===== src/rtl/eeprom_pkg.sv =====
package eeprom_pkg;

    // Memory geometry, 3 block bits plus one address byte
    localparam int addr_w = 11;

    // Device-type nibble in the control byte
    localparam logic [3:0] dev_code = 4'b1010;

    // One memory request from the host side
    typedef struct packed {
        logic              write;
        logic [addr_w-1:0] addr;
        logic [7:0]        wdata;
    } eeprom_cmd_t;

    // Completion of one request
    typedef struct packed {
        logic [7:0] rdata;
        // Cleared by any missing acknowledge
        logic       ack_ok;
    } eeprom_rsp_t;

    // Open-drain pull-downs of one bus agent
    typedef struct packed {
        logic clk_low;
        logic data_low;
    } bus_drive_t;

    // Resolved line levels
    typedef struct packed {
        logic clk;
        logic data;
    } bus_line_t;

    // Bit-level operations of the bus engine
    typedef enum logic [1:0] {
        op_start,
        op_stop,
        op_write,
        op_read
    } bit_op_e;

endpackage


===== src/rtl/eeprom_master.sv =====
`timescale 1ns/1ps

module eeprom_master
    import eeprom_pkg::*;
(
    input  logic        scl,
    input  logic        arst_n,
    input  eeprom_cmd_t cmd,
    input  logic        cmd_valid,
    output logic        busy,
    output eeprom_rsp_t rsp,
    output logic        done,
    output bit_op_e     bit_op,
    output logic        bit_in,
    output logic        bit_go,
    input  logic        bit_out,
    input  logic        bit_done
);

    typedef enum logic [3:0] {
        m_idle,
        m_start,
        m_ctrl,
        m_addr,
        m_wdata,
        m_rstart,
        m_ctrl_rd,
        m_rdata,
        m_stop
    } state_e;

    state_e      state;
    logic [3:0]  bit_idx;
    logic        launch;
    eeprom_cmd_t cmd_q;
    logic [7:0]  tx_byte;
    logic        ack_slot;

    // Ninth bit of every byte
    assign ack_slot = (bit_idx == 4'd8);
    assign bit_go   = launch;

    always_comb
    begin
        case (state)
            m_ctrl:    tx_byte = {dev_code, cmd_q.addr[addr_w-1:8], 1'b0};
            m_addr:    tx_byte = cmd_q.addr[7:0];
            m_wdata:   tx_byte = cmd_q.wdata;
            m_ctrl_rd: tx_byte = {dev_code, cmd_q.addr[addr_w-1:8], 1'b1};
            default:   tx_byte = 8'h00;
        endcase
    end

    always_comb
    begin
        bit_in = 1'b1;
        case (state)
            m_start, m_rstart:
                bit_op = op_start;
            m_stop:
                bit_op = op_stop;
            m_ctrl, m_addr, m_wdata, m_ctrl_rd:
            begin
                bit_op = ack_slot ? op_read : op_write;
                // MSB first
                bit_in = tx_byte[3'(4'd7 - bit_idx)];
            end
            m_rdata:
                // No-acknowledge after the single read byte
                bit_op = ack_slot ? op_write : op_read;
            default:
                bit_op = op_start;
        endcase
    end

    always_ff @(posedge scl)
    begin
        if (state == m_idle && cmd_valid)
            cmd_q <= cmd;
    end

    always_ff @(posedge scl or negedge arst_n)
    begin
        if (!arst_n)
        begin
            state   <= m_idle;
            bit_idx <= 4'd0;
            launch  <= 1'b0;
            busy    <= 1'b0;
            done    <= 1'b0;
            rsp     <= '0;
        end
        else
        begin
            launch <= 1'b0;
            done   <= 1'b0;
            if (state == m_idle)
            begin
                if (cmd_valid)
                begin
                    state      <= m_start;
                    bit_idx    <= 4'd0;
                    launch     <= 1'b1;
                    busy       <= 1'b1;
                    rsp.rdata  <= 8'h00;
                    rsp.ack_ok <= 1'b1;
                end
            end
            else if (bit_done)
            begin
                launch <= 1'b1;
                case (state)
                    m_start:  state <= m_ctrl;
                    m_rstart: state <= m_ctrl_rd;
                    m_ctrl, m_addr, m_wdata, m_ctrl_rd:
                    begin
                        if (!ack_slot)
                        begin
                            bit_idx <= bit_idx + 4'd1;
                        end
                        else
                        begin
                            bit_idx <= 4'd0;
                            // Slave leaves data high on a missing ack
                            if (bit_out)
                                rsp.ack_ok <= 1'b0;
                            case (state)
                                m_ctrl:  state <= m_addr;
                                m_addr:  state <= cmd_q.write ? m_wdata : m_rstart;
                                m_wdata: state <= m_stop;
                                default: state <= m_rdata;
                            endcase
                        end
                    end
                    m_rdata:
                    begin
                        if (!ack_slot)
                        begin
                            rsp.rdata <= {rsp.rdata[6:0], bit_out};
                            bit_idx   <= bit_idx + 4'd1;
                        end
                        else
                        begin
                            bit_idx <= 4'd0;
                            state   <= m_stop;
                        end
                    end
                    default:
                    begin
                        launch <= 1'b0;
                        busy   <= 1'b0;
                        done   <= 1'b1;
                        state  <= m_idle;
                    end
                endcase
            end
        end
    end

endmodule


===== config.mk =====
export PLATFORM = sky130hd
export DESIGN_NAME = eeprom_master
export DESIGN_NICKNAME = d
export VERILOG_FILES = /design/src/rtl/eeprom_pkg.sv /design/src/rtl/eeprom_master.sv
export SDC_FILE = /design/constraint.sdc
export NUM_CORES = 1
export LEC_CHECK = 0
export BUFFER_PORTS_ARGS = -buffer_cell sky130_fd_sc_hd__buf_4
export CAP_MARGIN = 20
export CORE_ASPECT_RATIO = 1.5
export CORE_MARGIN = 10
export CORE_UTILIZATION = 49
export CTS_CLUSTER_DIAMETER = 120
export DETAILED_ROUTE_END_ITERATION = 7
export GPL_TIMING_DRIVEN = 0
export PLACE_DENSITY = 0.74
export SYNTH_ARGS = -nofsm -noshare
export SYNTH_HDL_FRONTEND = slang
export SYNTH_SLANG_ARGS = --single-unit

===== constraint.sdc =====
create_clock -name scl -period 4.3 [get_ports scl]
set_input_delay 0.215 -clock scl [delete_from_list [all_inputs] [get_ports scl]]
set_output_delay 0.215 -clock scl [all_outputs]
set_load 0.1 [all_outputs]

==> flow_metrics.py <==
metrics = {
    "sta": {
        "fmax_ghz": 0.361,
        "setup_viol": 0,
        "finalSetupTns_ps": 0,
        "max_slew_margin_pct": 48.7,
        "skew_ps": 6.72,
        "min_period_ps": 2770,
        "worstMarginPinSlew_ps": 765,
        "rsz0062_at_grt": "no",
        "fin_crit_sh_pct": 64.4,
        "drv_slew": 0,
        "hold_viol": 0,
    },
    "clocking": {
        "cts-root-buf": "clkbuf_8",
        "cts_setup_buffers": 0,
        "insertion_delay_ps": 290,
        "clock_sinks": 40,
        "cts_buffer_depth": 2,
        "h-tree-depth": 2,
        "cts_tree": "done",
        "cts_buffers": 5,
        "cts.clk_slew.worst_paths_ps": 80,
    },
    "global_routing": {
        "grt_pass1_vias": 1516,
        "grt_pass1_wl_mm": 6.93,
        "antenna_found_initial": 0,
        "grt_usage_pct": 11.9,
        "grt_max_degree": 24,
        "grt_overflow": 0,
    },
    "yosys": {
        "yosysUniqueCellTypes": 54,
        "synthFlopType": "edfxtp_1",
        "syn_area_per_cell_um2": 11.8,
        "async_flop_share_pct": 50.0,
        "synth-edff-count": 20,
        "syn_inst": 164,
        "synth_seq_cells": 40,
        "ys_seq_area_share_pct": 57.1,
        "syn_area_um2": 1930,
        "syn_nets": 191,
        "yosys_warnings": 0,
    },
    "worst_hold_path": {
        "min_from": "cmd[0]",
        "min_path_type": "input port to flop",
    },
    "place": {
        "io_buffers": 38,
        "place_congestion": 0.933,
        "dp_hpwl_mm": 3.19,
    },
    "layout": {
        "area_growth_pct": 23.6,
        "fillers": 270,
        "layout_commonest_cell": "buf_4",
        "final_net_count": 237,
        "final_cell_mix": "38 x buf_4, 20 x dfrtp_1, 20 x edfxtp_1, 11 x o21ai_0",
        "drive_gt1_share_pct": 30.3,
        "n_antenna_cell": 0,
    },
    "pwr": {
        "ir_drop_mv": 0.748,
        "power-per-cell-area_nw_per_um2": 752,
        "leakagePower_nw": 0.979,
        "fin_total_pwr_mw": 1.79,
    },
    "critical_path": {
        "crit_fanout": 10,
        "cpMaxStageDelayCell": "dfrtp_1",
        "arrival_ps": 2550,
        "worstSetupStartpointType": "flop",
        "cpPeakStageDelay_ps": 350,
        "end_kind": "output port",
        "crit_buf_inv": 3,
        "crit_type": "flop to output port",
        "worstPathRequired_ps": 4090,
        "crit_family": "buffers and inverters",
        "cp-startpoint": "bit_idx[0]",
        "path_common_cell": "o21ai_0",
        "rr_startpoint": "bit_idx[0]",
        "reg2reg_setup_slack_ps": 1780,
        "crit_path_cell_trace": "clkbuf_1 -> inv_1 -> ha_1 -> nand3b_1 -> nand3_1 -> o21ai_0 -> a22oi_1 -> o21ai_0 -> buf_4",
    },
    "die": {
        "rows": 27,
        "boundaryPins": 40,
        "die_h_um": 96.9,
        "die-area_um2": 6900,
        "die_w_um": 71.2,
        "start_util_pct": 51.5,
        "core_um2": 3750,
    },
    "route": {
        "wl_mm": 4.12,
        "antenna_left": 0,
        "first_pass_iters": 4,
        "route.detailed.drc": 0,
        "via_per_inst": 5.78,
        "drt_iter0_drc": 69,
        "vias": 1468,
        "routedWlPerCell_um": 16.2,
    },
    "run_status": {
        "status": "finished, final reports clean",
    },
    "run": {
        "cap_viol_max_count": 0,
    },
}
## per-stage QoR
| step | cells | util [%] | setup WS, ps | hold slack (ps) | area [um^2] |
|---|---|---|---|---|---|
| finish | 254 | 63.6 | 1530 | 101 | 2380 |
| global route | 254 | 63.6 | 1340 | 79.2 | 2380 |
| CTS | 254 | 63.6 | 1570 | 95.4 | 2380 |
| detailed placement | 245 | 60.5 | 1810 | 106 | 2270 |
| global placement | 245 | 60.5 | 1880 | 97.7 | 2270 |
| floorplan | 164 | - | 604 | -80.6 | 1930 |
## worst reg2reg max path, cell delays in order, from the launching register on
cell and delay, ps:
dfrtp_1 350, clkbuf_1 350, inv_1 190, ha_1 270, and3b_1 180, clkbuf_1 180, nor3_2 510, nor2_2 170
a22o_1 220
## cell type report
class                   instances  area, um^2  area share (%)
flip-flops and latches         40        1100            46.2
repair buffers                 39         295            12.4
clock inverters                 3        37.5            1.57
well taps                      43        53.8            2.26
multi-input cells             103         721            30.2
clock buffers                   5        68.8            2.89
plain buffers                  13        77.6            3.25
inverters                       8        30.0            1.26
## sequential cells by signal, indices dropped and copies added, names as in the netlist
| register | count |
|---|---|
| bit_go | 1 |
| bit_idx | 4 |
| busy | 1 |
| cmd_q | 20 |
| done | 1 |
| rsp | 9 |
| state | 4 |
## timing repair
item	in CTS	in global routing
setup endpoints to repair	0	0
hold endpoints to repair	20	0
gates resized for setup	0	0
hold buffers	1	0
## worst paths after layout
check                             to  cells after the start
max in group asynchronous   state[3]                      2
min reg2reg                   rsp[0]                      2
max reg2reg                   rsp[7]                      8
min in group asynchronous     rsp[6]                      2
min                         cmd_q[0]                      1
max                        bit_op[0]                      9
## cells by family (layout without fill, tap and decap cells)
| kind of cell | after synthesis | in the layout | share of synthesized area (%) |
|---|---|---|---|
| mux | 2 | 2 | 1.10 |
| compound gates | 56 | 56 | 20.9 |
| fa+ha+maj | 2 | 2 | 1.30 |
| flops | 40 | 40 | 57.1 |
| buf+inv | 21 | 68 | 5.58 |
| simple gates | 42 | 42 | 13.6 |
| xor+xnor | 1 | 1 | 0.454 |
## routing by layer
layer / up-vias / wire length [um] / track usage [%]
met3: 9 / 323 / 4.18
met2: 60 / 2010 / 19.1
met5: - / 0 / 0
met1: 685 / 1690 / 13.6
li1: 714 / - / -
met4: 0 / 96 / 5.79
## power breakdown
part,internal (mW),total [mW],switching [mW]
combinational,0.252,0.982,0.730
clock,0.169,0.290,0.121
sequential,0.471,0.521,0.0503
## Yosys cell counts, types with 3 or more instances
master	count	area [um^2]
dfrtp_1	20	500
edfxtp_1	20	601
o21ai_0	11	55.1
a22o_1	9	78.8
nand2_1	9	33.8
inv_1	7	26.3
nand3_1	6	30.0
a22oi_1	5	37.5
buf_2	5	25.0
clkbuf_1	5	18.8
a21oi_1	4	20.0
nor2_1	4	15.0
o21ai_1	4	20.0
a31oi_1	3	18.8
buf_6	3	33.8
nor2b_1	3	18.8
nor4b_1	3	26.3
o211ai_1	3	22.5
Note: power is estimated with default switching activity, not from simulation.
