File: src/rtl/eeprom_pkg.sv
package eeprom_pkg;

    // Memory geometry, 3 block bits plus one address byte
    localparam int addr_w = 11;

    // Device-type nibble in the control byte
    localparam logic [3:0] dev_code = 4'b1010;

    // One memory request from the host side
    typedef struct packed {
        logic              write;
        logic [addr_w-1:0] addr;
        logic [7:0]        wdata;
    } eeprom_cmd_t;

    // Completion of one request
    typedef struct packed {
        logic [7:0] rdata;
        // Cleared by any missing acknowledge
        logic       ack_ok;
    } eeprom_rsp_t;

    // Open-drain pull-downs of one bus agent
    typedef struct packed {
        logic clk_low;
        logic data_low;
    } bus_drive_t;

    // Resolved line levels
    typedef struct packed {
        logic clk;
        logic data;
    } bus_line_t;

    // Bit-level operations of the bus engine
    typedef enum logic [1:0] {
        op_start,
        op_stop,
        op_write,
        op_read
    } bit_op_e;

endpackage

File: src/rtl/i2c_bit_engine.sv
`timescale 1ns/1ps

module i2c_bit_engine
    import eeprom_pkg::*;
#(
    parameter int quarter_div = 4
)
(
    input  logic       scl,
    input  logic       arst_n,
    input  bit_op_e    bit_op,
    input  logic       bit_in,
    input  logic       bit_go,
    output bus_drive_t drive,
    input  bus_line_t  line,
    output logic       bit_out,
    output logic       bit_done
);

    localparam int cnt_w = $clog2(quarter_div + 1);
    localparam logic [cnt_w-1:0] last_q = cnt_w'(quarter_div - 1);

    logic             run;
    bit_op_e          op_q;
    logic             in_q;
    logic [1:0]       phase;
    logic [cnt_w-1:0] qcnt;
    logic             q_end;

    // Pull-downs for one quarter of an operation
    function automatic bus_drive_t shape(bit_op_e op, logic b, logic [1:0] ph);
        bus_drive_t d;
        // clk is high in the two middle quarters
        d.clk_low = (ph == 2'd0) || (ph == 2'd3);
        case (op)
            op_start:
            begin
                // data falls while clk is high
                d.data_low = (ph >= 2'd2);
            end
            op_stop:
            begin
                // data rises while clk is high, clk stays released after
                d.clk_low  = (ph == 2'd0);
                d.data_low = (ph <= 2'd1);
            end
            op_write:
            begin
                d.data_low = !b;
            end
            default:
            begin
                d.data_low = 1'b0;
            end
        endcase
        return d;
    endfunction

    assign q_end    = (qcnt == last_q);
    assign bit_done = run && q_end && (phase == 2'd3);

    always_ff @(posedge scl or negedge arst_n)
    begin
        if (!arst_n)
        begin
            run     <= 1'b0;
            op_q    <= op_start;
            in_q    <= 1'b0;
            phase   <= 2'd0;
            qcnt    <= '0;
            drive   <= '0;
            bit_out <= 1'b0;
        end
        else if (!run)
        begin
            if (bit_go)
            begin
                run   <= 1'b1;
                op_q  <= bit_op;
                in_q  <= bit_in;
                phase <= 2'd0;
                qcnt  <= '0;
                drive <= shape(bit_op, bit_in, 2'd0);
            end
        end
        else if (q_end)
        begin
            qcnt  <= '0;
            phase <= phase + 2'd1;
            if (phase == 2'd3)
                run <= 1'b0;
            else
                drive <= shape(op_q, in_q, phase + 2'd1);
            // Middle of the clk-high window
            if (phase == 2'd1)
                bit_out <= line.data;
        end
        else
        begin
            qcnt <= qcnt + 1'b1;
        end
    end

endmodule

File: config.mk
export PLATFORM = sky130hd
export DESIGN_NAME = i2c_bit_engine
export DESIGN_NICKNAME = d
export VERILOG_FILES = /design/src/rtl/eeprom_pkg.sv /design/src/rtl/i2c_bit_engine.sv
export SDC_FILE = /design/constraint.sdc
export NUM_CORES = 1
export LEC_CHECK = 0
export BUFFER_PORTS_ARGS = -buffer_cell sky130_fd_sc_hd__buf_4
export CORE_UTILIZATION = 45
export CTS_CLUSTER_SIZE = 30
export DETAILED_ROUTE_END_ITERATION = 16
export PLACE_DENSITY = 0.74
export SLEW_MARGIN = 10
export SYNTH_ARGS = -nofsm -noshare
export SYNTH_HDL_FRONTEND = slang
export SYNTH_SLANG_ARGS = --single-unit
File: constraint.sdc
create_clock -name scl -period 1.4 [get_ports scl]
set_input_delay 0.14 -clock scl [delete_from_list [all_inputs] [get_ports scl]]
set_output_delay 0.14 -clock scl [all_outputs]
set_load 0.03 [all_outputs]
==> results.md, run 1 <==
* # DRC at 0
* Worst hold path type: in -> reg
* Vias in the first global route at 443
* Tcrit/Tclk final at 1.032
* WHS Path Cells at 2
* Standby leakage power at 0.4343 nW
* Fin crit period at 1.445 ns
* Peak Freq at 692.0 MHz
* Commonest non-fill, non-tap cell in the layout: buf_4
* Nature of the critical path endpoint: output port
* Synth Area in Simple Gates at 0.1970
* Max rail drop VDD at 0.001202 V
* Worst Reg-to-Reg Cells at 6
* Worst slew pin tran at 0.2677 ns
* Largest net degree at the start of global routing at 13
* Gpl congestion at between 0.7 and 0.8
* Most frequent cells in the layout: 17 x buf_4, 11 x dfrtp_1, 9 x nor2_1
* R2R Path Start: qcnt[0]
* Die W at 40.50 um
* Ys async rst share at 1.000
* Layout cells sized above 1 at 0.3488
* Initial antenna violation count at 0
* Final Max Slew Viols at 0
* Via count at 518
* Critical path fanouts, max at 2
* Place WS at 0.02275 ns
* Fillers at 96
* Worst Path Required at 1.26 ns
* H-Tree Level Count at 1
* Synth warn at 0
* PortBufs at 10
* CTS Buf Count at 3
* Gate Count Post-Synth at 65
* Total GRT Usage at 0.1998
* CP Cell Sequence: ha_4 > nor2b_4 > and3_4 > buf_6
* Via/cell ratio at roughly 5.1
* Syn_nets at 79
* Clk_lat worst skew at between 0.2 and 0.3 ns
* R2R setup slack at 0.04 ns
* CP arrival at between 1 and 1.5 ns
* Critical path class: reg -> out
* P per Cell Area at 2195 mW/mm2
* Clock tree buffer depth at 2
* Setup violators final at 1
* Unique masters post-synth at 25
* Sequential fraction of the synthesis area at 0.4503
* First-pass GRT wire length at 1959 um
* Area share of xor/xnor cells in the synthesized design at 0.03940
* Worst setup margin at -0.04515 ns
* Core area at 0.001334 mm2
* Failing checks: setup timing
* Synth Area in Adders at 0.1126
* Clk root buf: clkbuf_4
* Final nets at 102
* Crit path from: qcnt[0]
* Netlist Area Pre-Place at approximately 670 um2
* Slowest-stage cell, CP: dfrtp_1
* Die area at 0.001640 mm2
* Hold Path Origin: line[0]
* Worst-path clk slew at ~0.080 ns
* Status: complete, but fails checks
* Drt pass-1 iters at 4
* Worst r2r dst: bit_out
* Slew HR at 0.8215
* Max Cap Viol at 0
* Mux contribution to synthesized area at 0.03377
* Crit start category: register
* WL final at 1383 um
* EDFF count, synth at 0
* Final hold violations at 0
* Grt ovf at 0
* Ports at 12
* Row count at 13
* Crit path buf inv count at 1
* CTS tree: built
* Hold WS at 0.07899 ns
* Starting Density at 0.5000
* Die Ht at 40.50 um
* Critical path's largest stage delay at around 0.42 ns
* Syn Area/Cell at 10.26 um2
* Compound-Gate Fraction of Synth Area at 0.1426
* Detailed placement HPWL at 886.5 um
* Post-route ant nets at 0
* Clk sink count at 12
* RSZ-0062 raised after global routing: yes
* Inserted Diodes at 0
* Layout area overhead at 34.33%
* Starting DRT DRC Count at 8
* Synth Register Bits at 12
* Overall power at slightly below 2 mW
* Ys flop type: dfrtp_1
* Largest family of logic cells by synthesized area: simple AND/OR/NAND/NOR gates
* WL per Instance at 13.69 um
* Worst Hold End: bit_out
* Clock Skews at 0.006948 ns
* Crit path max-delay family: flip-flops
==> worst register-to-register path: cells and delay by family (launching register included) <==
family	cells	cell delay (ns)
buffers and inverters	1	0.14
and+or+nand+nor	3	0.20
adders and majority gates	1	0.18
muxes	1	0.31
DFF	1	0.42
==> per-layer routing <==
metal / vias to the layer above / track usage / share of wire
li1: 267 / - / -
met1: 239 / 0.2441 / 0.45
met2: 10 / 0.2976 / 0.51
met3: 2 / 0.06667 / 0.032
met4: 0 / 0.1250 / 0.0072
met5: - / 0 / 0
==> per-stage QoR <==
stage                     area (um2)  setup TNS (ns)    util  std cells
after CTS                      862.1        -0.03578  0.6463         99
final                          895.9        -0.04515  0.6717        101
after floorplan                666.9               0       -         65
after global routing           895.9         -0.1647  0.6717        101
after detailed placement       770.7               0  0.5779         91
after global placement         770.7               0  0.5779         91
==> sequential cells by signal (all words and copies together), names as in the netlist <==
register / flops
phase: 2
in_q: 1
bit_out: 1
drive: 2
op_q: 2
qcnt: 3
run: 1
==> where the power goes <==
part	switching (mW)	internal, mW	leakage [nW]	total [mW]
sequential	0.141	0.504	0.142	0.645
combinational	0.522	0.586	0.279	1.11
clock	0.114	0.0994	0.0138	0.214
==> cells in the mapped netlist (2+ instances only) <==
library cell / instances / share of area
ha_1: 6 / 0.11
nor2b_1: 3 / 0.028
and3_1: 2 / 0.019
xor2_1: 2 / 0.026
a31oi_1: 2 / 0.019
dfrtp_1: 12 / 0.45
nor2_1: 9 / 0.051
mux2_1: 2 / 0.034
o21ai_1: 2 / 0.015
inv_1: 3 / 0.017
o21ai_0: 4 / 0.030
nand2_1: 5 / 0.028
==> layout make-up <==
type,count,area [um2],share of cell area
multi-input combinational,49,392.9,0.4385
tap,15,18.77,0.02095
sequential,12,301.5,0.3366
inverter,3,11.26,0.01257
timing repair buffer,19,148.9,0.1662
clock buffer,3,22.52,0.02514
==> worst max-delay path by stage <==
| stage | endpoint | slack, ns | cells after the start |
|---|---|---|---|
| floorplan | drive[0] | 0.08 | 5 |
| global placement | drive[0] | 0.04 | 5 |
| detailed placement | drive[0] | 0.02 | 5 |
| CTS | bit_done | -0.04 | 4 |
| global route | bit_done | -0.09 | 4 |
| finish | bit_done | -0.05 | 4 |
==> cells by family (layout without fill, tap and decap cells) <==
family                     Yosys count  count (layout)
AOI/OAI and AO/OA                   13              13
xor gates and xnor gates             3               3
adders and majority gates            6               6
buffers and inverters                4              25
DFF                                 12              12
muxes                                2               2
and+or+nand+nor                     25              25
==> repair_timing <==
action | in CTS | in global routing
endpoints found under the hold margin | 12 | 0
setup buffers | 4 | 2
gates resized for setup | 6 | 3
hold buffers | 1 | 0
endpoints found under the setup margin | 1 | 4
cloned | 0 | 0
pin swaps | 1 | 1
No activity file was read; power rests on OpenSTA's default activity.
==> run 2: changes to the inputs <==
--- a/config.mk
+++ b/config.mk
@@ -9,7 +9,8 @@
 export CORE_UTILIZATION = 45
 export CTS_CLUSTER_SIZE = 30
 export DETAILED_ROUTE_END_ITERATION = 16
-export PLACE_DENSITY = 0.74
+export PLACE_DENSITY = 0.72
+export RECOVER_POWER = 100
 export SLEW_MARGIN = 10
 export SYNTH_ARGS = -nofsm -noshare
 export SYNTH_HDL_FRONTEND = slang
==> constraint.sdc (replaced) <==
create_clock -name scl -period 1.85 [get_ports scl]
set_input_delay 0.185 -clock scl [delete_from_list [all_inputs] [get_ports scl]]
set_output_delay 0.185 -clock scl [all_outputs]
set_load 0.03 [all_outputs]
==> results.md, run 2 (synthesis gave the netlist of run 1 again) <==
* Status: finished clean
* Met2 routed WL at between 400 and 500 um
* Int Pwr at between 0.7 and 0.8 mW
* Clk sink count at 12
* Max reg flops at 3
* Detailed placement HPWL at 813 um
* Die area at 0.001640 mm2
* Largest net degree at the start of global routing at 14
* Final hold violations at 0
* Ports at 12
* Max rail drop VDD at 0.0006881 V
* WHS Path Cells at 2
* WL per Instance at 11.79 um
* Core area at 0.001334 mm2
* Inserted Diodes at 0
* Post-layout util at 0.5807
* Row count at 13
* Setup bufs post-CTS at 0
* Layout area overhead at 16.14%
* Die W at 40.50 um
* Clock Skews at about 0.0025 ns
* Highest metal used: met4
* Met3 wire len at 48 um
* Worst hold path type: in -> reg
* Clk_lat worst skew at around 0.27 ns
* Worst Reg-to-Reg Cells at 2
* Commonest non-fill, non-tap cell in the layout: dfrtp_1
* Critical path class: reg -> out
* Setup violators final at 0
* Post-route ant nets at 0
* TNS Setup at 0 ns
* Total GRT Usage at 0.1672
* Peak Freq at between 600 and 700 MHz
* Nature of the critical path endpoint: output port
* Sw Pwr at 0.5025 mW
* # DRC at 0
* Combinational group share of total power at 0.450
* Most frequent cells in the layout: 12 x dfrtp_1, 9 x nor2_1, 6 x nand2_1, 6 x o21ai_0, 6 x ha_1
* Vias in the first global route at 389
* Final nets at 94
* Initial antenna violation count at 0
* Routed met1 length at 580 um
* Clk root buf: clkbuf_4
* Grt ovf at 0
* Overall power at roughly 1.3 mW
* Via count at 475
* PortBufs at 10
* Drt pass-1 iters at 3
* CP arrival at 1.45 ns
* RSZ-0062 raised after global routing: no
* Starting Density at 0.5000
* Max Cap Viol at 0
* Hold WS at 0.1268 ns
* Final Max Slew Viols at 0
* Worst Path Required at around 1.7 ns
* Worst-path clk slew at 0.08 ns
* Tcrit/Tclk final at 0.8853
* Fin crit period at 1.638 ns
* Critical path fanouts, max at 3
* Via/cell ratio at 5.053
* Die Ht at 40.50 um
* WL final at 1108 um
* Slew HR at 0.5579
* Worst slew pin tran at around 0.66 ns
* H-Tree Level Count at 1
* CTS Buf Count at 3
* CTS tree: built
* Crit start category: register
* P per Cell Area at 1628 mW/mm2
* Standby leakage power at ~0.38 nW
* Gpl congestion at 0.7274
* First-pass GRT wire length at approximately 1700 um
* Seq pwr share at 0.383
* Starting DRT DRC Count at 8
* Clock network fraction of total power at 0.167
* Clock tree buffer depth at 2
* Layout cells sized above 1 at 0.1519
* Biggest register: qcnt
* Sw Ratio at 0.3987
-- run 2: final cells by class --
type                            count  area [um2]
Fill cell                         123       559.3
Timing Repair Buffer               11       67.56
Clock buffer                        4       36.28
Sequential cell                    12       300.3
Inverter                            3       11.26
Tap cell                           15       18.77
Multi-Input combinational cell     49       340.3
-- run 2: per-stage QoR --
step,cells,setup slack [ns],cell area [um2]
finish,94,0.2122,774.5
floorplan,65,0.5282,666.9
global placement,89,0.4587,755.7
CTS,94,0.2106,802.0
detailed placement,89,0.4530,755.7
global route,94,0.1239,774.5
-- run 2: power by group through the flow --
stage / combinational (mW) / clock (mW) / sequential (mW)
floorplan: 0.431 / 0 / 0.526
global placement: 0.602 / 0 / 0.486
detailed placement: 0.612 / 0 / 0.492
CTS: 0.617 / 0.214 / 0.486
global route: 0.644 / 0.231 / 0.506
finish: 0.567 / 0.211 / 0.482
-- run 2: path summary, 6_finish.rpt --
path | slack (ns) | startpoint | to
max | 0.21 | qcnt[0] | bit_done
min | 0.13 | line[0] | bit_out
max reg2reg | 0.42 | run | in_q
min reg2reg | 0.50 | bit_out | bit_out
max in group asynchronous | 0.98 | arst_n | op_q[1]
min in group asynchronous | 0.45 | arst_n | qcnt[0]
-- run 2: routing by layer --
metal | vias up | track usage
li1 | 249 | -
met1 | 214 | 0.2189
met2 | 8 | 0.2262
met3 | 4 | 0.06667
met4 | 0 | 0.1000
met5 | - | 0
-- run 2: critical path, stage by stage (launching register included) --
cell and delay (ns):
dfrtp_1 0.41, ha_1 0.24, nor2b_1 0.15, and3_1 0.20, clkbuf_2 0.18
-- run 2: what timing repair did --
item,in CTS,in global routing
endpoints found under the hold margin,12,0
resized for setup,0,0
hold buffers,1,0
